--- src/source/qu_pkg.sv ---
// Shared widths, micro-op and ROB entry structs, ROB states and funct3 codes
package qu_pkg;

    // Physical register file
    localparam int PHY_RF_ADDR_WIDTH = 6;

    typedef logic [PHY_RF_ADDR_WIDTH-1:0] phy_rf_addr_t;
    typedef logic [31:0] phy_rf_data_t;
    typedef logic [31:0] pc_t;

    // Reorder buffer pointers
    localparam int ROB_ADDR_WIDTH = 4;

    typedef logic [ROB_ADDR_WIDTH-1:0] rob_addr_t;

    // Bit 0 marks a valid micro-op
    typedef enum logic [2:0] {
        OPTYPE_NONE   = 3'b000,
        OPTYPE_ALU    = 3'b001,
        OPTYPE_LOAD   = 3'b011,
        OPTYPE_STORE  = 3'b101,
        OPTYPE_BRANCH = 3'b111
    } optype_t;

    // Access width, same encoding for loads and stores
    typedef enum logic [2:0] {
        FUNCT3_SB = 3'b000,
        FUNCT3_SH = 3'b001,
        FUNCT3_SW = 3'b010
    } funct3_t;

    typedef enum logic [1:0] {
        ROB_STATE_EMPTY   = 2'd0,
        ROB_STATE_DONE    = 2'd1,
        ROB_STATE_RETIRED = 2'd2
    } rob_state_t;

    typedef struct packed {
        optype_t optype;
        funct3_t funct3;
    } uop_t;

    // Executed micro-op as it leaves the completion FIFO
    typedef struct packed {
        uop_t         op;
        rob_addr_t    rob_addr;
        phy_rf_addr_t dest;
        phy_rf_addr_t phyreg_old;
        // Store data
        phy_rf_data_t vk;
    } res_st_cell_t;

    // One ROB slot
    typedef struct packed {
        // Result, store data or branch target
        phy_rf_data_t value;
        // Store address, or the zero-padded destination register
        logic [31:0]  dest;
        phy_rf_addr_t phyreg_old;
        logic         store;
        logic         load;
        logic         mispredicted_branch;
        funct3_t      ldst_funct3;
        rob_state_t   state;
    } rob_cell_t;

endpackage
--- src/source/phy_rf.sv ---
// Physical register file, one write port and one asynchronous read port
module phy_rf #(
    parameter int PHY_REGS = 64
) (
    input  logic                 clk,
    input  logic                 rst,
    input  logic                 wr_en,
    input  qu_pkg::phy_rf_addr_t wr_addr,
    input  qu_pkg::phy_rf_data_t wr_data,
    input  qu_pkg::phy_rf_addr_t rd_addr,
    output qu_pkg::phy_rf_data_t rd_data
);

    qu_pkg::phy_rf_data_t regs [PHY_REGS];

    always_ff @(posedge clk)
    begin
        if (rst)
        begin
            for (int i = 0; i < PHY_REGS; i++)
            begin
                regs[i] <= '0;
            end
        end
        // Register 0 stays zero
        else if (wr_en && wr_addr != '0)
        begin
            regs[wr_addr] <= wr_data;
        end
    end

    assign rd_data = (rd_addr == '0) ? '0 : regs[rd_addr];

endmodule

--- config.mk ---
export PLATFORM = sky130hd
export DESIGN_NAME = phy_rf
export DESIGN_NICKNAME = d
export VERILOG_FILES = /design/src/source/qu_pkg.sv /design/src/source/phy_rf.sv
export SDC_FILE = /design/constraint.sdc
export NUM_CORES = 2
export LEC_CHECK = 0
export BUFFER_PORTS_ARGS = -buffer_cell sky130_fd_sc_hd__buf_2
export CAP_MARGIN = 20
export CORE_AREA = 3 3 459 461
export CTS_CLUSTER_DIAMETER = 200
export DETAILED_ROUTE_END_ITERATION = 8
export DIE_AREA = 0 0 462 464
export PLACE_DENSITY = 0.7
export SETUP_SLACK_MARGIN = 0.5
export SKIP_LAST_GASP = 1
export SLEW_MARGIN = 5
export SYNTH_ARGS = -nofsm -noshare
export SYNTH_HDL_FRONTEND = slang
export SYNTH_SLANG_ARGS = --single-unit
--- constraint.sdc ---
create_clock -name clk -period 3 [get_ports clk]
set_input_delay 0.45 -clock clk [delete_from_list [all_inputs] [get_ports clk]]
set_output_delay 0.45 -clock clk [all_outputs]
set_load 0.05 [all_outputs]
### Word level (Yosys, flattened, before mapping)

Memories as Yosys holds them, arrays and structs flattened.
Cells that the tools add are included.

* memory bits (writable): 2048
* input bits: 47
* memories kept: 1
* word-level logic and storage cells: 14
* output and inout port bits: 32
* register bits after elaboration: 0

Memory list
* regs: depth 64, width 32, rd ports 1, clocked after Yosys merged registers in 0, write ports 64, RTL line phy_rf.sv:14 `qu_pkg::phy_rf_data_t regs [PHY_REGS];`

* multiplexer cells: 9
* reductions and logical operators: 4

Operators by type and width (number)
* two-way mux 32 bit: 2
* OR reduction 32 bit: 1
* zero test 6 bit: 1
* two-way mux 1 bit: 6
* two-way mux 6 bit: 1
* nonzero test 6 bit: 1
* logical AND 1 bit: 1

### Longest topological paths before layout

* depth after elaboration: 7
* depth in mapped cells: 10
* mapped depth without buffers: 5

### Worst setup path before layout

Ideal clock, no wire load.

* kind: in2out
* start point: input port rd_addr[0]
* end point: output port rd_data[0]
* stages on the path: 9
* arrival: 2.753 ns
* slack: -0.203 ns
* cells stage by stage: buf_2 buf_6 buf_6 buf_6 nor3_1 nor2_2 buf_2 nand4_1 o31ai_1

* cells in the longest elaborated chain, start to end: 2

Ends and longest elaborated chain
* start, declared: RTL line phy_rf.sv:10 `input qu_pkg::phy_rf_addr_t rd_addr,`
* memory read (64 x 32 bit) / zero test 6 bit (equally long branches)
* two-way mux 32 bit *: RTL line phy_rf.sv:32 `assign rd_data = (rd_addr == '0) ? '0 : regs[rd_addr];`
* end, declared: RTL line phy_rf.sv:11 `output qu_pkg::phy_rf_data_t rd_data`

Every way passes the cells marked *; elsewhere a longest branch is shown, timed or not.

### Final worst setup path

* start point: input port rd_addr[3]
* end point: output port rd_data[8]

The elaborated chain is that of the path after synthesis.

==> key figures <==
Outcome
  – Status: finished, violations left
  – Failing checks: setup timing

Global routing
  – Gr usage total: 25.4%
  – Total gr overflow: 0
  – Largest net degree at the start of global routing: 96
  – First-pass GRT wire length: 395 mm
  – Vias in the first global route: 55200
  – Initial antenna violation count: 13

Drt
  – 1st-pass router iterations: 6
  – DR WL/cell: 29.2 um
  – DRT antenna net count: 0
  – Drt first-iter violations: 7816
  – Drt via density: 5.90
  – Routed WL: 276 mm
  – DRC: 0
  – DR vias: 55900

Critical path
  – CP Launch Type: input pin
  – Bufs and invs on worst path: 6
  – Critical path class: in -> out
  – Kind of end point of the critical path: primary output
  – Crit path cell chain: buf_4 > buf_6 > nand2b_4 > nor3_2 > buf_12 > buf_16 > a22oi_2 > nand4_1 > buf_12 > o31ai_4 > buf_12
  – Slowest-stage cell, CP: nand4_1
  – Critical path required time: 2.55 ns
  – Delay-heaviest family, CP: buffers and inverters
  – WP data arrival: 2.99 ns
  – Critical Path Max Stage Delay: 0.60 ns
  – Crit path max fanout: 16
  – Crit-path most repeated cell: buf_12

Synth
  – Synth top area share: 66.2%
  – Most frequent cell after synthesis: edfxtp_1
  – Number of synthesized register bits: 2048
  – Post-synthesis adder-cell area fraction: 0%
  – Main flop type after synthesis: edfxtp_1
  – Sequential element share of the synthesized area: 66.2%
  – Syn_area_per_cell: 15.0 sq um
  – Post-synthesis simple-gate area fraction: 15.6%
  – Synthesized cell area: 0.0929 sq mm
  – Synth cell count leaders: edfxtp_1, and2_1, clkbuf_1
  – Synth cell types: 46
  – Syn Inst Count: 6179
  – Synth Warn #: 0
  – Synth Area in XOR/XNOR: 0%
  – Post-synthesis async set-or-reset flop share: 0%
  – Mux cell area share after synthesis: 12.2%
  – Number of synthesized flops with an enable pin: 2048
  – Largest family of logic cells by synthesized area: simple AND/OR/NAND/NOR gates
  – Largest cells by area after synthesis: edfxtp_1, and2_1, mux4_2, mux2i_1, clkbuf_1
  – Largest area contributor in the netlist: edfxtp_1
  – Compound-Gate Fraction of Synth Area: 3.09%

STA
  – FMAX: 290 MHz
  – Final hold viol count: 0
  – Final Max Slew Viols: 0
  – Setup TNS: -7.39 ns
  – RSZ-0062 raised after global routing: true
  – Final Cycle Share: 115%
  – Count of final setup violators: 32
  – Crit path time final: 3.44 ns
  – Final Worst Setup Slack: -0.443 ns
  – Least-Margin Pin Slew: 1.04 ns
  – Hold slack: 0.116 ns
  – Slew HR: 30.6%

Floorplan
  – Die W: 462 um
  – Starting Density: 44.9%
  – Die Height: 464 um
  – Die Footprint: 0.214 sq mm
  – Total core area: 0.207 sq mm
  – Number of I/O pins: 79
  – Row cnt: 167

Layout
  – Share of cells above drive strength 1: 27.1%
  – Layout Utilization: 53.6%
  – Post-Layout Cell Count: 9466
  – Max reg flops: 2048
  – Layout net count: 6628
  – Area growth syn-to-layout: 19.3%
  – Top flop regs: regs: 2048 flops
  – Top reg by flops: regs
  – Filler cell count: 16200

CTS
  – Clk root buf: clkbuf_16
  – CTS sink count: 2048
  – CTS HTree Levels: 4
  – CTS tree: done
  – Number of buffers created by CTS: 205
  – Longest Clk Path Bufs: 3
  – CTS clk-pin slew, worst paths: 0.06 ns

Flow run
  – Max-cap violations: 0

Pwr
  – Peak VDD IR: 0.000539 V
  – Pwr per Cell Area: 585 mW/mm^2
  – LEAKAGE: 39.4 nW

Hold path
  – Hold WC Path Type: in -> reg

Placement
  – Dpl cells: 9016
  – HPWL after detailed placement: 173 mm
  – Port-buffer cells: 78
  – Placer congestion estimate: 0.940
## worst paths after layout
path / startpoint / end / cells after the start
max: rd_addr[3] / rd_data[8] / 11
min: wr_data[11] / regs[24][11] / 2
## cells by family after synthesis
family          count (synthesis)
other cells                     1
compound gates                384
simple gates                 2386
buf+inv                       606
flops                        2048
mux                           754
## area by class of cell
cell class / instances / area (sq um) / share of cell area, %
flip-flops and latches: 2048 / 61500 / 55.5
multi-input cells: 3556 / 30900 / 27.9
repair buffers: 768 / 8640 / 7.79
clock buffers: 258 / 5410 / 4.88
well taps: 2704 / 3380 / 3.05
clock inverters: 120 / 988 / 0.892
diodes: 10 / 25.0 / 0.0226
inverters: 2 / 7.51 / 0.00677
## per-layer routing
| metal | wire [um] | up-vias | GRT usage (%) | share of wire, % |
|---|---|---|---|---|
| li1 | - | 23500 | - | - |
| met5 | 49 | - | 0 | 0.018 |
| met2 | 128000 | 3065 | 38.9 | 46 |
| met3 | 29800 | 544 | 6.04 | 11 |
| met4 | 12300 | 6 | 10.2 | 4.4 |
| met1 | 106000 | 28800 | 34.9 | 38 |
## power by group
part           internal, W  leakage (nW)  switching [W]  total, W
Combinational      0.00270          16.8        0.00394   0.00664
Sequential          0.0329          19.5       0.000409    0.0333
Clock               0.0139          3.12         0.0110    0.0248
Total               0.0495          39.4         0.0153    0.0648
## what timing repair did
action                                  CTS  global route
endpoints found under the setup margin   32            32
hold buffers                              1             0
gates cloned                              7             2
hold endpoints to repair                  1             0
buffers inserted                         23            29
gates resized for setup                 248            59
pin swaps                                74            37
## through the flow
| step | total power, W | area, sq um | setup slack (ns) |
|---|---|---|---|
| after floorplan | 0.0368 | 93500 | 0.424 |
| after global placement | 0.0399 | 102000 | -2.04 |
| after detailed placement | 0.0400 | 102000 | -0.987 |
| after CTS | 0.0648 | 110000 | -0.435 |
| after global routing | 0.0664 | 111000 | -0.507 |
| final | 0.0648 | 111000 | -0.443 |
## cell usage in the layout, fill, tap and decap left out, types with 31 or more instances in the layout
cell	Yosys	final
or2_2	63	63
nand2_1	42	41
and2_1	2017	2017
clkbuf_1	467	49
o22ai_1	94	80
buf_12	0	190
nand4_1	33	33
mux2_2	154	154
clkbuf_16	0	211
a22oi_2	0	41
mux4_2	290	290
mux2i_1	310	306
a22oi_1	155	114
buf_4	52	460
clkinv_2	0	31
conb_1	1	32
nor2_2	2	75
buf_6	11	53
edfxtp_1	2048	2048
buf_2	69	42
o31ai_4	0	32
nand3_1	69	39
clkinv_1	0	60
No activity file was read; power rests on OpenSTA's default activity.
