**src/source/qu_pkg.sv**
```systemverilog
// Shared widths, micro-op and ROB entry structs, ROB states and funct3 codes
package qu_pkg;

    // Physical register file
    localparam int PHY_RF_ADDR_WIDTH = 6;

    typedef logic [PHY_RF_ADDR_WIDTH-1:0] phy_rf_addr_t;
    typedef logic [31:0] phy_rf_data_t;
    typedef logic [31:0] pc_t;

    // Reorder buffer pointers
    localparam int ROB_ADDR_WIDTH = 4;

    typedef logic [ROB_ADDR_WIDTH-1:0] rob_addr_t;

    // Bit 0 marks a valid micro-op
    typedef enum logic [2:0] {
        OPTYPE_NONE   = 3'b000,
        OPTYPE_ALU    = 3'b001,
        OPTYPE_LOAD   = 3'b011,
        OPTYPE_STORE  = 3'b101,
        OPTYPE_BRANCH = 3'b111
    } optype_t;

    // Access width, same encoding for loads and stores
    typedef enum logic [2:0] {
        FUNCT3_SB = 3'b000,
        FUNCT3_SH = 3'b001,
        FUNCT3_SW = 3'b010
    } funct3_t;

    typedef enum logic [1:0] {
        ROB_STATE_EMPTY   = 2'd0,
        ROB_STATE_DONE    = 2'd1,
        ROB_STATE_RETIRED = 2'd2
    } rob_state_t;

    typedef struct packed {
        optype_t optype;
        funct3_t funct3;
    } uop_t;

    // Executed micro-op as it leaves the completion FIFO
    typedef struct packed {
        uop_t         op;
        rob_addr_t    rob_addr;
        phy_rf_addr_t dest;
        phy_rf_addr_t phyreg_old;
        // Store data
        phy_rf_data_t vk;
    } res_st_cell_t;

    // One ROB slot
    typedef struct packed {
        // Result, store data or branch target
        phy_rf_data_t value;
        // Store address, or the zero-padded destination register
        logic [31:0]  dest;
        phy_rf_addr_t phyreg_old;
        logic         store;
        logic         load;
        logic         mispredicted_branch;
        funct3_t      ldst_funct3;
        rob_state_t   state;
    } rob_cell_t;

endpackage
```
**src/source/busy_table.sv**
```systemverilog
// Busy bit per physical register with set, clear and one read port
module busy_table #(
    parameter int PHY_REGS = 64
) (
    input  logic                 clk,
    input  logic                 rst,
    input  logic                 set_en,
    input  qu_pkg::phy_rf_addr_t set_addr,
    input  logic                 clr_en,
    input  qu_pkg::phy_rf_addr_t clr_addr,
    input  qu_pkg::phy_rf_addr_t rd_addr,
    output logic                 rd_busy
);

    logic [PHY_REGS-1:0] busy;

    always_ff @(posedge clk)
    begin
        if (rst)
        begin
            busy <= '0;
        end
        else
        begin
            if (clr_en)
            begin
                busy[clr_addr] <= 1'b0;
            end
            // Set comes last so it wins on the same register
            if (set_en)
            begin
                busy[set_addr] <= 1'b1;
            end
        end
    end

    assign rd_busy = busy[rd_addr];

endmodule

```
**config.mk**
```make
export PLATFORM = sky130hd
export DESIGN_NAME = busy_table
export DESIGN_NICKNAME = d
export VERILOG_FILES = /design/src/source/qu_pkg.sv /design/src/source/busy_table.sv
export SDC_FILE = /design/constraint.sdc
export NUM_CORES = 1
export LEC_CHECK = 0
export BUFFER_PORTS_ARGS = -buffer_cell sky130_fd_sc_hd__buf_2
export CAP_MARGIN = 10
export CORE_ASPECT_RATIO = 1.75
export CORE_UTILIZATION = 44
export DETAILED_ROUTE_END_ITERATION = 10
export SYNTH_ARGS = -nofsm -noshare
export SYNTH_HDL_FRONTEND = slang
export SYNTH_SLANG_ARGS = --single-unit
```
**constraint.sdc**
```tcl
create_clock -name clk -period 3.15 [get_ports clk]
set_input_delay 0.315 -clock clk [delete_from_list [all_inputs] [get_ports clk]]
set_output_delay 0.315 -clock clk [all_outputs]
set_load 0.005 [all_outputs]
```
After elaboration in Yosys (flattened, before gate mapping)
Index checks and enable logic that the tools add are counted.

Register bits: 64. Input bits: 22. Output and inout bits: 1. Logic and storage cells: 20.

Bitwise gates (word level): 3. Multiplexer cells: 9. Reductions and logical operators: 2. Order comparisons: 5.

Operators by type and width (number): $mux 64 (3); $and 64x64->64 (1); $not 64->64 (1); $or 64x64->64 (1); $lt 6x7->1 const B (3); $demux 1 s6 (2); $ge 6x1->1 const B (2); $bmux 1 s6 (1); $mux 1 (3); $logic_and 1x1->1 (2).

Depth between registers and ports, before layout
Depth after elaboration: 10. Depth in mapped cells: 6. Depth with buffers taken out: 4.

Worst setup path before layout
No wires, ideal clock.

Path type: input -> output. From: input port rd_addr[1]. To: output port rd_busy. Stages: 5. Arrival: 1779 ps. Path slack: 1056 ps. Data required time: 2835 ps. Path buffers: 1. Cell sequence: clkbuf_1 -> mux4_2 -> mux4_2 -> or2_0 -> a32o_1.

Word-level cells in the longest chain between the ends: 2.

RTL lines: from (decl) (line busy_table.sv:11) `input qu_pkg::phy_rf_addr_t rd_addr,`; $bmux 1 s6 (line busy_table.sv:37) `assign rd_busy = busy[rd_addr];`; $mux 1 (implied by the code) (line busy_table.sv:37); to (decl) (line busy_table.sv:12) `output logic rd_busy`.

Every way passes these cells. The select of a mux whose other input is x is not followed.

Worst setup path in the final report
From: input port rd_addr[2]. To: output port rd_busy.

The elaborated chain is that of the path after synthesis.

==> flow_results.xml <==
<?xml version="1.0" encoding="UTF-8"?>
<metrics>
  <group name="clocking">
    <metric name="cts.repair_timing.setup_buffer_count" unit="">0</metric>
    <metric name="total_clock_buffers_created_by_cts" unit="">9</metric>
    <metric name="number_of_buffers_between_clock_root_and_the_deepest_sink" unit="">2</metric>
    <metric name="cts.sinks" unit="">64</metric>
    <metric name="tritoncts_clock_tree" unit="">done</metric>
    <metric name="ctsHtreeMaxLevel" unit="">3</metric>
    <metric name="clock_pin_slew_worst_setup_and_hold_paths" unit="ps">50</metric>
    <metric name="clock_insertion_delay_worst_skew" unit="ps">330</metric>
    <metric name="clk_root_buffer_cell" unit="">sky130_fd_sc_hd__clkbuf_16</metric>
    <metric name="cts.hold.buffers_added" unit="">0</metric>
    <metric name="cts_resized" unit="">0</metric>
  </group>
  <group name="grt">
    <metric name="antenna_found_initial" unit="">0</metric>
    <metric name="maximum_number_of_pins_on_one_net_before_global_route_repair" unit="">65</metric>
    <metric name="grt_first_pass_wirelength" unit="microns">14770</metric>
    <metric name="grt_overflow" unit="">0</metric>
    <metric name="grt_usage" unit="">0.2778</metric>
    <metric name="grt_pass1_vias" unit="">2797</metric>
  </group>
  <group name="run_status">
    <metric name="outcome" unit="">completed</metric>
  </group>
  <group name="route">
    <metric name="route.antenna.remaining_nets" unit="">0</metric>
    <metric name="wl_met3" unit="microns">551</metric>
    <metric name="maxUsedRoutingLayer" unit="">met4</metric>
    <metric name="vias" unit="">2790</metric>
    <metric name="drcViolationCount" unit="">0</metric>
    <metric name="detail_route.wl_per_cell" unit="microns">19.98</metric>
    <metric name="routed_wl" unit="microns">9190</metric>
    <metric name="detailedRoute.firstPassIterationCount" unit="">4</metric>
    <metric name="avgViaCountPerCell" unit="">6.065</metric>
    <metric name="dr_wl_met2" unit="microns">4709</metric>
    <metric name="met1_length" unit="microns">3630</metric>
    <metric name="drt_first_iter_violations" unit="">218</metric>
  </group>
  <group name="logic_synthesis">
    <metric name="synth.distinct_cells" unit="">28</metric>
    <metric name="synth_cells" unit="">361</metric>
    <metric name="synth-edff-count" unit="">0</metric>
    <metric name="syn_area_per_cell" unit="sq um">8.436</metric>
    <metric name="synth_seq_cells" unit="">64</metric>
    <metric name="synthesis.nets" unit="">383</metric>
    <metric name="mappedNetlistArea" unit="sq um">3045</metric>
    <metric name="yosysWarnings" unit="">0</metric>
    <metric name="yosysTopAreaCell" unit="">sky130_fd_sc_hd__dfxtp_1</metric>
    <metric name="ys.flop_type" unit="">sky130_fd_sc_hd__dfxtp_1</metric>
    <metric name="fraction_of_post_synthesis_cell_area_in_the_top_cell_type_by_area" unit="">0.4207</metric>
    <metric name="synth_async_sr_flop_share" unit="">0</metric>
    <metric name="synth_sequential_area_ratio" unit="">0.4207</metric>
    <metric name="synth_area_leaders" unit="">sky130_fd_sc_hd__dfxtp_1, sky130_fd_sc_hd__a21oi_1, sky130_fd_sc_hd__o21ai_0, sky130_fd_sc_hd__mux4_2, sky130_fd_sc_hd__nand2_1</metric>
  </group>
  <group name="sta">
    <metric name="final_period_minus_worst_setup_slack" unit="ps">2536</metric>
    <metric name="rsz0062_at_grt" unit="">false</metric>
    <metric name="min_period_over_period" unit="">0.8050</metric>
    <metric name="setup_viol" unit="">0</metric>
    <metric name="tightest_slew" unit="ps">1188</metric>
    <metric name="hold_violations" unit="">0</metric>
    <metric name="max_slew_margin" unit="">0.2079</metric>
    <metric name="setup-tns-final" unit="ps">0</metric>
    <metric name="achievable-frequency" unit="MHz">394.4</metric>
    <metric name="timing.clock.skew" unit="ps">0</metric>
    <metric name="maxSlewViolCount" unit="">0</metric>
  </group>
  <group name="layout">
    <metric name="syn_to_layout_area_delta" unit="%">13.72</metric>
    <metric name="final_cell_count_no_fill" unit="">460</metric>
    <metric name="nNetsFinal" unit="">397</metric>
    <metric name="post-route-util" unit="">0.5257</metric>
    <metric name="drive_above_1_share" unit="">0.1376</metric>
    <metric name="antenna_cells_inserted" unit="">0</metric>
    <metric name="layout_top_registers" unit="">busy (64)</metric>
    <metric name="largest_register_ff_count" unit="">64</metric>
    <metric name="fillers" unit="">647</metric>
    <metric name="largest-register" unit="">busy</metric>
  </group>
  <group name="floorplanning">
    <metric name="die_w" unit="microns">64.89</metric>
    <metric name="initial_utilization" unit="">0.4623</metric>
    <metric name="design.portCount" unit="">23</metric>
    <metric name="fp.dieH" unit="microns">112.1</metric>
    <metric name="core" unit="sq um">6588</metric>
    <metric name="rows" unit="">39</metric>
    <metric name="dieArea" unit="sq um">7271</metric>
  </group>
  <group name="min_path">
    <metric name="holdCritStartpoint" unit="">set_addr[2]</metric>
    <metric name="holdPathStages" unit="">4</metric>
    <metric name="hp-class" unit="">in2reg</metric>
  </group>
  <group name="pwr">
    <metric name="leak" unit="nW">1.145</metric>
    <metric name="ir_drop" unit="mV">0.2890</metric>
    <metric name="power_density" unit="nW/um^2">541.1</metric>
  </group>
  <group name="worst_setup_path">
    <metric name="cp.arrival" unit="ps">2220</metric>
    <metric name="critical_path.max_fanout" unit="">16</metric>
    <metric name="type_of_origin_of_the_critical_path" unit="">input port</metric>
    <metric name="critPathRequiredTime" unit="ps">2830</metric>
    <metric name="critical_path_class" unit="">in2out</metric>
    <metric name="cp-end-kind" unit="">output port</metric>
    <metric name="timing.critical_path.from" unit="">rd_addr[2]</metric>
    <metric name="r2r-start" unit="">busy[46]$_SDFF_PP0_</metric>
    <metric name="worst_r2r_path_depth" unit="">2</metric>
  </group>
  <group name="place">
    <metric name="placed_cells_incl_taps" unit="">446</metric>
    <metric name="globalplace.congestion" unit="">0.8016</metric>
    <metric name="buffer_ports.inserted" unit="">22</metric>
    <metric name="post-dp-hpwl" unit="microns">6127</metric>
  </group>
  <group name="job">
    <metric name="max-cap-violations" unit="">0</metric>
  </group>
</metrics>
## per-layer routing
metal  up-vias  track usage
li1       1328            -
met1      1350       0.3401
met2        90       0.4514
met3        22      0.06402
met4         0       0.1333
met5         -            0
## through the flow
| step | setup WS (ps) | cell area (sq um) | power, mW | hold slack, ps |
|---|---|---|---|---|
| floorplan | 1056 | 3045 | 0.9139 | 448.6 |
| global placement | 625.5 | 3189 | 0.9669 | 457.9 |
| detailed placement | 590.3 | 3189 | 0.9678 | 465.3 |
| CTS | 580.5 | 3463 | 1.884 | 386.7 |
| global route | 495.9 | 3463 | 1.931 | 445.8 |
| finish | 614.3 | 3463 | 1.874 | 386.2 |
## where the power goes
part	switching [mW]	internal, mW
logic	0.0930	0.0401
clock network	0.333	0.588
registers	0.00283	0.817
## worst max-delay path, stage by stage
cell and delay, ps:
sky130_fd_sc_hd__buf_2 340, sky130_fd_sc_hd__mux4_2 550, sky130_fd_sc_hd__mux4_2 480, sky130_fd_sc_hd__or2_0 210, sky130_fd_sc_hd__a32o_1 200, sky130_fd_sc_hd__buf_2 120
## logic make-up (layout without fill, tap and decap cells)
| logic type | Yosys count | in the layout | synth area share |
|---|---|---|---|
| AO/OA/AOI/OAI | 134 | 134 | 0.2256 |
| buffers and inverters | 21 | 38 | 0.02917 |
| flip-flops | 64 | 64 | 0.4207 |
| multiplexers | 17 | 17 | 0.1294 |
| AND/OR/NAND/NOR | 125 | 125 | 0.1952 |
## cell usage in the layout (no fill, tap or decap), types with 2 or more instances in the layout
cell type / n
sky130_fd_sc_hd__clkbuf_8: 3
sky130_fd_sc_hd__nand3b_1: 4
sky130_fd_sc_hd__nor2_1: 7
sky130_fd_sc_hd__a21oi_1: 65
sky130_fd_sc_hd__buf_4: 2
sky130_fd_sc_hd__mux4_1: 3
sky130_fd_sc_hd__nor3_1: 2
sky130_fd_sc_hd__buf_2: 22
sky130_fd_sc_hd__nor3b_1: 5
sky130_fd_sc_hd__nand2_1: 73
sky130_fd_sc_hd__clkbuf_16: 9
sky130_fd_sc_hd__clkbuf_1: 2
sky130_fd_sc_hd__nand4_1: 2
sky130_fd_sc_hd__mux4_2: 14
sky130_fd_sc_hd__a22oi_1: 2
sky130_fd_sc_hd__dfxtp_1: 64
sky130_fd_sc_hd__and2_1: 6
sky130_fd_sc_hd__nand3_1: 9
sky130_fd_sc_hd__and3b_1: 4
sky130_fd_sc_hd__o21ai_0: 64
sky130_fd_sc_hd__nor2b_1: 5
sky130_fd_sc_hd__and3_1: 2
## path summary, 6_finish.rpt
path / end / slack (ps)
setup reg to reg: busy[46]$_SDFF_PP0_ / 2480
hold / removal: busy[41]$_SDFF_PP0_ / 390
hold reg to reg: busy[13]$_SDFF_PP0_ / 470
setup / recovery: rd_busy / 610
## area by class of cell
| type | count | area, sq um | area share |
|---|---|---|---|
| clock buffers | 14 | 274.0 | 0.07912 |
| well taps | 82 | 102.6 | 0.02962 |
| repair buffers | 24 | 125.1 | 0.03613 |
| flip-flops and latches | 64 | 1281 | 0.3699 |
| multi-input cells | 276 | 1680 | 0.4852 |
## Yosys cell counts (all sizes together), types with 2 or more instances
master   n
nor3     2
nand3b   4
clkbuf  18
a21oi   65
o21ai   64
nor2     7
nor3b    6
dfxtp   64
nand4    2
and3b    4
nor2b    5
nand2   73
a22oi    2
and3     2
nand3    9
mux4    17
and2     6
buf      3
No activity file was read; power rests on OpenSTA's default activity.
