`src/source/qu_pkg.sv`:
```
// Shared widths, micro-op and ROB entry structs, ROB states and funct3 codes
package qu_pkg;

    // Physical register file
    localparam int PHY_RF_ADDR_WIDTH = 6;

    typedef logic [PHY_RF_ADDR_WIDTH-1:0] phy_rf_addr_t;
    typedef logic [31:0] phy_rf_data_t;
    typedef logic [31:0] pc_t;

    // Reorder buffer pointers
    localparam int ROB_ADDR_WIDTH = 4;

    typedef logic [ROB_ADDR_WIDTH-1:0] rob_addr_t;

    // Bit 0 marks a valid micro-op
    typedef enum logic [2:0] {
        OPTYPE_NONE   = 3'b000,
        OPTYPE_ALU    = 3'b001,
        OPTYPE_LOAD   = 3'b011,
        OPTYPE_STORE  = 3'b101,
        OPTYPE_BRANCH = 3'b111
    } optype_t;

    // Access width, same encoding for loads and stores
    typedef enum logic [2:0] {
        FUNCT3_SB = 3'b000,
        FUNCT3_SH = 3'b001,
        FUNCT3_SW = 3'b010
    } funct3_t;

    typedef enum logic [1:0] {
        ROB_STATE_EMPTY   = 2'd0,
        ROB_STATE_DONE    = 2'd1,
        ROB_STATE_RETIRED = 2'd2
    } rob_state_t;

    typedef struct packed {
        optype_t optype;
        funct3_t funct3;
    } uop_t;

    // Executed micro-op as it leaves the completion FIFO
    typedef struct packed {
        uop_t         op;
        rob_addr_t    rob_addr;
        phy_rf_addr_t dest;
        phy_rf_addr_t phyreg_old;
        // Store data
        phy_rf_data_t vk;
    } res_st_cell_t;

    // One ROB slot
    typedef struct packed {
        // Result, store data or branch target
        phy_rf_data_t value;
        // Store address, or the zero-padded destination register
        logic [31:0]  dest;
        phy_rf_addr_t phyreg_old;
        logic         store;
        logic         load;
        logic         mispredicted_branch;
        funct3_t      ldst_funct3;
        rob_state_t   state;
    } rob_cell_t;

endpackage
```
`src/source/retire.sv`:
```
// Retire stage with ROB pointers, completion write, full flag and in-order retire decision
module retire #(
    parameter int ROB_DEPTH = 16
) (
    input  logic                 clk,
    input  logic                 rst,
    input  qu_pkg::phy_rf_data_t value_in,
    input  logic                 comp_result_in,
    input  qu_pkg::res_st_cell_t op_in,
    input  logic                 rob_incr_tail_ptr,
    output qu_pkg::rob_addr_t    rob_tail_ptr,
    output logic                 rob_full,
    output logic                 phy_rf_wr_en,
    output qu_pkg::phy_rf_addr_t phy_rf_wr_addr,
    output qu_pkg::phy_rf_data_t phy_rf_wr_data,
    output logic                 busy_table_wr_en,
    output qu_pkg::phy_rf_addr_t busy_table_wr_addr,
    output logic                 free_reg_en,
    output qu_pkg::phy_rf_addr_t free_reg_addr,
    output logic                 retire_en,
    output qu_pkg::rob_addr_t    retire_rob_addr,
    output qu_pkg::phy_rf_data_t retire_value,
    output logic                 mispredicted_branch,
    output qu_pkg::pc_t          pc_to_jump,
    output logic [3:0]           dmem_wr_en,
    output logic                 dmem_rd_en,
    output logic [31:0]          dmem_addr,
    output logic [31:0]          dmem_data,
    input  logic                 dmem_valid_in,
    input  logic [31:0]          dmem_data_in
);

    localparam int PTR_W = qu_pkg::ROB_ADDR_WIDTH + 1;
    localparam int DEST_PAD_W = 32 - qu_pkg::PHY_RF_ADDR_WIDTH;
    localparam logic [PTR_W-1:0] DEPTH_PAD = PTR_W'(ROB_DEPTH);
    localparam qu_pkg::rob_addr_t LAST_SLOT = qu_pkg::rob_addr_t'(ROB_DEPTH - 1);

    qu_pkg::rob_addr_t head_ptr;
    qu_pkg::rob_addr_t tail_ptr;
    logic [PTR_W-1:0]  head_pad;
    logic [PTR_W-1:0]  tail_pad;
    logic [PTR_W-1:0]  used;

    qu_pkg::optype_t   op_type;
    logic              op_valid;
    logic              wr1_en;
    qu_pkg::rob_cell_t wr1_in;
    qu_pkg::rob_cell_t wr2_in;
    qu_pkg::rob_cell_t head_cell;
    qu_pkg::rob_cell_t slot_cell;

    logic              head_valid;
    logic              has_dest;

    // Completion into the slot named by the micro-op
    assign op_type = op_in.op.optype;
    assign op_valid = op_type[0];
    // Drop a repeated completion of a slot still waiting to retire
    assign wr1_en = op_valid && (slot_cell.state != qu_pkg::ROB_STATE_DONE);

    always_comb
    begin
        wr1_in.value = (op_type == qu_pkg::OPTYPE_STORE) ? op_in.vk : value_in;
        wr1_in.dest = (op_type == qu_pkg::OPTYPE_STORE) ? value_in
                                                         : {{DEST_PAD_W{1'b0}}, op_in.dest};
        wr1_in.phyreg_old = op_in.phyreg_old;
        wr1_in.store = (op_type == qu_pkg::OPTYPE_STORE);
        wr1_in.load = (op_type == qu_pkg::OPTYPE_LOAD);
        wr1_in.mispredicted_branch = (op_type == qu_pkg::OPTYPE_BRANCH) && comp_result_in;
        wr1_in.ldst_funct3 = op_in.op.funct3;
        wr1_in.state = qu_pkg::ROB_STATE_DONE;
    end

    rob #(
        .ROB_DEPTH(ROB_DEPTH)
    ) u_rob (
        .clk     (clk),
        .rst     (rst),
        .wr1_en  (wr1_en),
        .wr1_addr(op_in.rob_addr),
        .wr1_in  (wr1_in),
        .wr2_en  (retire_en),
        .wr2_addr(head_ptr),
        .wr2_in  (wr2_in),
        .rd1_addr(head_ptr),
        .rd1_out (head_cell),
        .rd2_addr(op_in.rob_addr),
        .rd2_out (slot_cell)
    );

    always_ff @(posedge clk)
    begin
        if (rst)
        begin
            head_ptr <= '0;
            tail_ptr <= '0;
        end
        else
        begin
            if (rob_incr_tail_ptr)
            begin
                tail_ptr <= (tail_ptr == LAST_SLOT) ? '0 : tail_ptr + 1'b1;
            end
            if (retire_en)
            begin
                head_ptr <= (head_ptr == LAST_SLOT) ? '0 : head_ptr + 1'b1;
            end
        end
    end

    // Occupancy from the padded pointers
    assign head_pad = {1'b0, head_ptr};
    assign tail_pad = {1'b0, tail_ptr};
    assign used = (tail_pad >= head_pad) ? tail_pad - head_pad
                                         : tail_pad + DEPTH_PAD - head_pad;
    assign rob_full = (used == DEPTH_PAD - 1'b1);
    assign rob_tail_ptr = tail_ptr;

    assign head_valid = (head_cell.state == qu_pkg::ROB_STATE_DONE) && (head_ptr != tail_ptr);
    assign has_dest = (head_cell.dest[qu_pkg::PHY_RF_ADDR_WIDTH-1:0] != '0);

    always_comb
    begin
        retire_en = 1'b0;
        phy_rf_wr_en = 1'b0;
        mispredicted_branch = 1'b0;
        dmem_wr_en = 4'b0000;
        dmem_rd_en = 1'b0;
        phy_rf_wr_data = head_cell.load ? dmem_data_in : head_cell.value;

        if (head_valid)
        begin
            if (head_cell.store)
            begin
                case (head_cell.ldst_funct3)
                    qu_pkg::FUNCT3_SB: dmem_wr_en = 4'b0001;
                    qu_pkg::FUNCT3_SH: dmem_wr_en = 4'b0011;
                    qu_pkg::FUNCT3_SW: dmem_wr_en = 4'b1111;
                    default:           dmem_wr_en = 4'b0000;
                endcase
                retire_en = 1'b1;
            end
            else if (head_cell.load)
            begin
                // Wait at the head for the memory answer
                dmem_rd_en = 1'b1;
                retire_en = dmem_valid_in;
                phy_rf_wr_en = dmem_valid_in && has_dest;
            end
            else
            begin
                retire_en = 1'b1;
                phy_rf_wr_en = has_dest;
                mispredicted_branch = head_cell.mispredicted_branch;
            end
        end
    end

    assign phy_rf_wr_addr = head_cell.dest[qu_pkg::PHY_RF_ADDR_WIDTH-1:0];
    assign busy_table_wr_en = phy_rf_wr_en;
    assign busy_table_wr_addr = head_cell.dest[qu_pkg::PHY_RF_ADDR_WIDTH-1:0];

    assign free_reg_en = retire_en;
    assign free_reg_addr = head_cell.phyreg_old;
    assign retire_rob_addr = head_ptr;
    assign retire_value = phy_rf_wr_data;
    assign pc_to_jump = head_cell.value;

    assign dmem_addr = head_cell.store ? head_cell.dest : head_cell.value;
    assign dmem_data = head_cell.value;

    // Retired slots cannot retire again on a later lap
    always_comb
    begin
        wr2_in = head_cell;
        wr2_in.state = qu_pkg::ROB_STATE_RETIRED;
    end

endmodule

```
`src/source/rob.sv`:
```
// Reorder buffer storage with two write ports and two asynchronous read ports
module rob #(
    parameter int ROB_DEPTH = 16
) (
    input  logic              clk,
    input  logic              rst,
    input  logic              wr1_en,
    input  qu_pkg::rob_addr_t wr1_addr,
    input  qu_pkg::rob_cell_t wr1_in,
    input  logic              wr2_en,
    input  qu_pkg::rob_addr_t wr2_addr,
    input  qu_pkg::rob_cell_t wr2_in,
    input  qu_pkg::rob_addr_t rd1_addr,
    output qu_pkg::rob_cell_t rd1_out,
    input  qu_pkg::rob_addr_t rd2_addr,
    output qu_pkg::rob_cell_t rd2_out
);

    qu_pkg::rob_cell_t cells [ROB_DEPTH];

    always_ff @(posedge clk)
    begin
        if (rst)
        begin
            for (int i = 0; i < ROB_DEPTH; i++)
            begin
                cells[i].state <= qu_pkg::ROB_STATE_EMPTY;
            end
        end
        else
        begin
            if (wr1_en)
            begin
                cells[wr1_addr] <= wr1_in;
            end
            // Port 2 wins on the same slot
            if (wr2_en)
            begin
                cells[wr2_addr] <= wr2_in;
            end
        end
    end

    assign rd1_out = cells[rd1_addr];
    assign rd2_out = cells[rd2_addr];

endmodule

```
`config.mk`:
```
export PLATFORM = sky130hd
export DESIGN_NAME = retire
export DESIGN_NICKNAME = d
export VERILOG_FILES = /design/src/source/qu_pkg.sv /design/src/source/retire.sv /design/src/source/rob.sv
export SDC_FILE = /design/constraint.sdc
export NUM_CORES = 2
export LEC_CHECK = 0
export BUFFER_PORTS_ARGS = -buffer_cell sky130_fd_sc_hd__buf_2
export CAP_MARGIN = 20
export CELL_PAD_IN_SITES_DETAIL_PLACEMENT = 0
export CELL_PAD_IN_SITES_GLOBAL_PLACEMENT = 2
export CORE_ASPECT_RATIO = 1.4
export CORE_MARGIN = 8
export CORE_UTILIZATION = 40
export DETAILED_ROUTE_END_ITERATION = 10
export HOLD_SLACK_MARGIN = 0.1
export PLACE_DENSITY_LB_ADDON = 0.12
export SLEW_MARGIN = 20
export SYNTH_ARGS = -nofsm -noshare
export SYNTH_HDL_FRONTEND = slang
export SYNTH_SLANG_ARGS = --single-unit
```
`constraint.sdc`:
```
create_clock -name clk -period 4.1 [get_ports clk]
set_input_delay 0.205 -clock clk [delete_from_list [all_inputs] [get_ports clk]]
set_output_delay 0.205 -clock clk [all_outputs]
set_load 0.02 [all_outputs]
```
## Word-level counts from Yosys, hierarchy flattened

Memories as Yosys holds them, arrays and structs flattened. A register that Yosys moved wholly into a read port is not among the register bits.
Index checks and enable logic that the tools add are counted.

| cells by class | value |
|---|---|
| multiply operators | 0 |
| $add $sub $neg | 5 |
| bitwise logic cells | 0 |
| equality and inequality tests | 11 |
| reductions and logical operators | 8 |
| shift operators | 0 |
| magnitude comparators | 1 |
| div/mod/pow operators | 0 |
| muxes and demuxes | 38 |

Operator list:

| kind | count |
|---|---|
| 2-to-1 mux 78 bit | 2 |
| OR reduction 78 bit | 2 |
| 2-to-1 mux 32 bit | 4 |
| 2-to-1 mux 4 bit | 8 |
| 2-to-1 mux 1 bit | 20 |
| case mux 4 bit (3 select lines) | 1 |
| adder 4 x 1 -> 4 bit, second input constant | 2 |
| == test 4 bit, second input constant | 2 |
| == test 3 x 2 -> 1 bit, second input constant | 2 |
| == test 3 bit, second input constant | 2 |
| nonzero test 6 bit | 1 |
| adder 4 x 5 -> 5 bit, second input constant | 1 |
| == test 5 x 4 -> 1 bit, second input constant | 1 |
| 2-to-1 mux 5 bit | 1 |
| subtractor 4 x 4 -> 5 bit | 1 |
| subtractor 5 x 4 -> 5 bit | 1 |
| greater-or-equal comparator 4 bit | 1 |
| logical AND 1 bit | 4 |
| 2-to-1 mux 2 bit | 2 |
| != test 4 bit | 1 |
| == test 3 x 1 -> 1 bit, second input constant | 1 |
| logical NOT 3 bit | 1 |
| == test 2 x 1 -> 1 bit, second input constant | 1 |
| != test 2 x 1 -> 1 bit, second input constant | 1 |

| storage, ports and cells | value |
|---|---|
| register bits | 8 |
| output and inout bits | 197 |
| word-level logic and storage cells | 66 |
| memories kept | 1 |
| RAM bits | 1,248 |
| memory bits (read-only) | 0 |
| latch bits | 0 |
| bits of input ports | 123 |

Memories:

| name | depth | width | read ports | clocked after memory_dff | wr ports | RTL line | RTL |
|---|---|---|---|---|---|---|---|
| u_rob.cells | 16 | 78 | 2 | 1 | 16 | rob.sv:19 | `qu_pkg::rob_cell_t cells [ROB_DEPTH];` |

## Logic depth before layout (Yosys ltp)

| depth | value |
|---|---|
| depth in word-level cells | 8 |
| mapped depth | 13 |
| depth with buffers taken out | 8 |

## By module

A second synthesis with hierarchy kept.

| unflattened totals | value |
|---|---|
| cell total of the unflattened synthesis | 4,886 |
| area total of the unflattened synthesis | 72,203.0 µm² |

Modules (own cells, without submodules):

| module | cells an instance | seq. area each (µm²) | area an instance (µm²) | times used |
|---|---|---|---|---|
| rob | 4,506 | 37,475.9 | 69,595.5 | 1 |
| retire | 380 | 160.2 | 2,607.5 | 1 |

## Least setup slack after synthesis

No wires, ideal clock.

| path | value |
|---|---|
| kind | flip-flop to flip-flop |
| start | register head_ptr[3] (netlist: retire_rob_addr[3]) |
| end | memory u_rob.cells[3][10] (netlist name) (enable) |
| path slack | -0.584 ns |
| arrival | 4.237 ns |
| stages on the path, launching flop included | 12 |
| library setup time | 0.447 ns |
| cells stage by stage | dfxtp_1 > inv_1 > ha_1 > nand4_1 > o21ai_0 > or3_1 > clkbuf_1 > buf_2 > nor4_1 > buf_2 > buf_4 > nand2b_1 |

RTL lines:

| item | RTL line | RTL |
|---|---|---|
| from (decl) | retire.sv:38 | `qu_pkg::rob_addr_t head_ptr;` |
| from (signal assigned) | retire.sv:106 | `head_ptr <= (head_ptr == LAST_SLOT) ? '0 : head_ptr + 1'b1;` |
| to (decl) | rob.sv:19 |  |

==> run summary <==
CP Capture Type - primary output
Avg WL per Cell - 34.9 um
synthesized area - 70200 um2
RSZ-0062 raised after global routing - false
Yosys cell types - 58
top_reg_cell synth - edfxtp_1
Post-DRT Antenna Nets - 0
required time of the critical path - 3.89 ns
Hold Crit Start - value_in[29]
Worst Skew - 0.0239 ns
CTS buffer count - 136
combinational power share - 4.5%
Layout area overhead - 14.9%
max-slew violations - 0
setup TNS - 0 ns
GP Congestion - 0.836
number of synthesized register bits - 1260
initial antenna violation count - 21
min Tclk post-route - 3.99 ns
first-pass GRT wire length - 397000 um
status - finished clean
CP max FO - 25
share of cells above drive strength 1 - 22.7%
vias in the first global route - 50400
Placement Setup Slack - 0.348 ns
FILL cells - 15600
via count - 49600
CTS tree - done
worst skew pair latency - 0.80 ns
chip height - 512 um
Starting DRT DRC Count - 5496
YS warnings - 0
top-area cell type share of the netlist area - 52.0%
# rows - 182
Power Dens Cells - 345 nW/um2
Die Area - 189000 um2
register area share after synthesis - 53.3%
fin crit share - 97.4%
Max-Cap Viols - 0
Synth area leader - edfxtp_1
I/O pins - 320
GR Overflow Total - 0
WL final - 285000 um
Initial Utilization - 40.1%
Psw - 6.40 mW
core box area - 175000 um2
largest cells by area after synthesis - edfxtp_1 52%, mux2i_1 19%, mux4_2 9.7%, nand2_1 7.2%, buf_2 1.7%
placed cell areas - 75700 um2
DRC - 0
most frequent cells in the layout - 1344 x nand2_1, 1331 x mux2i_1, 1216 x edfxtp_1
kind of critical path - flip-flop to primary output
CTS max path bufs - 3
H-tree levels - 4
Worst-Margin Slew - 1.03 ns
All-Layer GR Usage - 29.3%
Final Setup Violations - 0
final core utilization - 46.1%
min-delay worst type - primary input to flip-flop
crit path DAT - 3.79 ns
Slew headroom - 31.6%
Final Hold Viols - 0
final instance area - 80700 um2
fin worst setup slack - 0.107 ns
syn avg cell area - 12.5 um2
P_leak - 33.1 nW
CTS root buffer - clkbuf_16
Die X - 370 um
Cell Int Power - 21.4 mW
Worst-path clk slew - 0.06 ns
Post-DP HPWL - 168000 um
largest net degree at the start of global routing - 79
synthesized net count - 5730
Synth Instances - 5597
Design Power - 27.8 mW
iteration count of the initial detailed-routing pass - 5
most common cell after layout, fill and taps aside - nand2_1
clock share of power - 45.3%
vias per cell - 6.07
input/output buffers - 319
Peak VDD IR - 0.438 mV
sequential share of power - 50.3%
Async SR Flop Fraction - 0%
nets - 5894
Max Fclk - 0.250 GHz
Clock Sink Count - 1260
Post-synth EDFFs - 1216
Worst setup SP type - flip-flop
switching share of power - 23.0%
==> path summary, 6_finish.rpt <==
path                                                  endpoint  slack [ns]  cells after the start
worst max-delay path                          busy_table_wr_en        0.11                     10
worst min-delay path              u_rob.cells[3][43]$_DFFE_PP_        0.16                      4
worst min register to register  u_rob.cells[0][1]$_SDFFE_PP1P_        0.46                      2
worst max register to register   u_rob.cells[14][58]$_DFFE_PP_        0.21                     10
==> timing repair <==
action,in CTS,in global routing
hold buffers,40,0
buffers inserted,7,0
gates cloned,1,0
endpoints found under the setup margin,99,15
gates resized for setup,10,15
endpoints found under the hold margin,258,0
pin swaps,2,0
==> cell type report <==
class                      instances  area (um2)  share of cell area, %
clock inverter                    60         598                  0.742
timing repair buffer             695        5900                   7.32
inverter                          62         233                  0.289
multi-input combinational       3606       29900                   37.0
sequential                      1260       37400                   46.4
clock buffer                     182        3760                   4.67
antenna                            1        2.50                0.00310
tap                             2300        2880                   3.57
==> registers in the layout, summed over array words and instances, names as in the netlist, named ones only <==
| signal | flops |
|---|---|
| retire_rob_addr | 4 |
| rob_tail_ptr | 4 |
| u_rob.cells | 1248 |
==> synthesized netlist by cell type, drive strengths merged (5+ instances only) <==
cell type and number:
and3 26, edfxtp 1216, ha 9, and2 30, inv 61, and4 5, nor2b 10, nand3 164
nand2b 15, clkbuf 283, nor4 11, nor2 38, or2 8, dfxtp 44, mux2 74, nor3b 5
buf 386, nor3 13, a21boi 12, or4 13, a21oi 10, mux2i 1332, nand4 7, mux4 304
nand2 1356, o21ai 121, nor4b 5
==> power groups by stage <==
stage	registers, mW	logic [mW]	clock network (mW)
finish	14.0	1.24	12.6
global route	14.0	1.29	13.2
CTS	14.0	1.23	12.8
detailed placement	14.3	1.19	0
global placement	14.3	1.19	0
floorplan	14.3	0.595	0
==> metal layers <==
layer | part of all wire (%) | up-vias | track usage, %
met3 | 7.4 | 473 | 4.38
met1 | 40 | 25900 | 38.0
li1 | - | 20700 | -
met5 | 0.014 | - | 0
met2 | 49 | 2500 | 50.2
met4 | 3.7 | 6 | 9.81
==> metrics by stage <==
step | std cells | hold slack (ns)
after floorplan | 5597 | 0.357
after CTS | 8165 | 0.106
final | 8166 | 0.161
after global routing | 8166 | 0.174
after global placement | 7875 | 0.439
after detailed placement | 7875 | 0.448
==> kinds of logic after synthesis <==
group | share of synthesized area [%]
AND/OR/NAND/NOR | 10.2
multiplexers | 29.9
XOR/XNOR | 0.0499
AO/OA/AOI/OAI | 1.33
adder cells (fa/ha/maj) | 0.189
buffers and inverters | 5.09
flip-flops | 53.3
==> critical path, stage by stage (launching register included) <==
cell	delay (ns)
dfxtp_4	0.45
buf_12	0.13
buf_16	0.24
buf_12	0.25
mux4_2	0.53
a22o_1	0.26
a221oi_2	0.29
and4_1	0.26
a311oi_2	0.11
buf_4	0.20
buf_2	0.17
No activity file was read; power rests on OpenSTA's default activity.
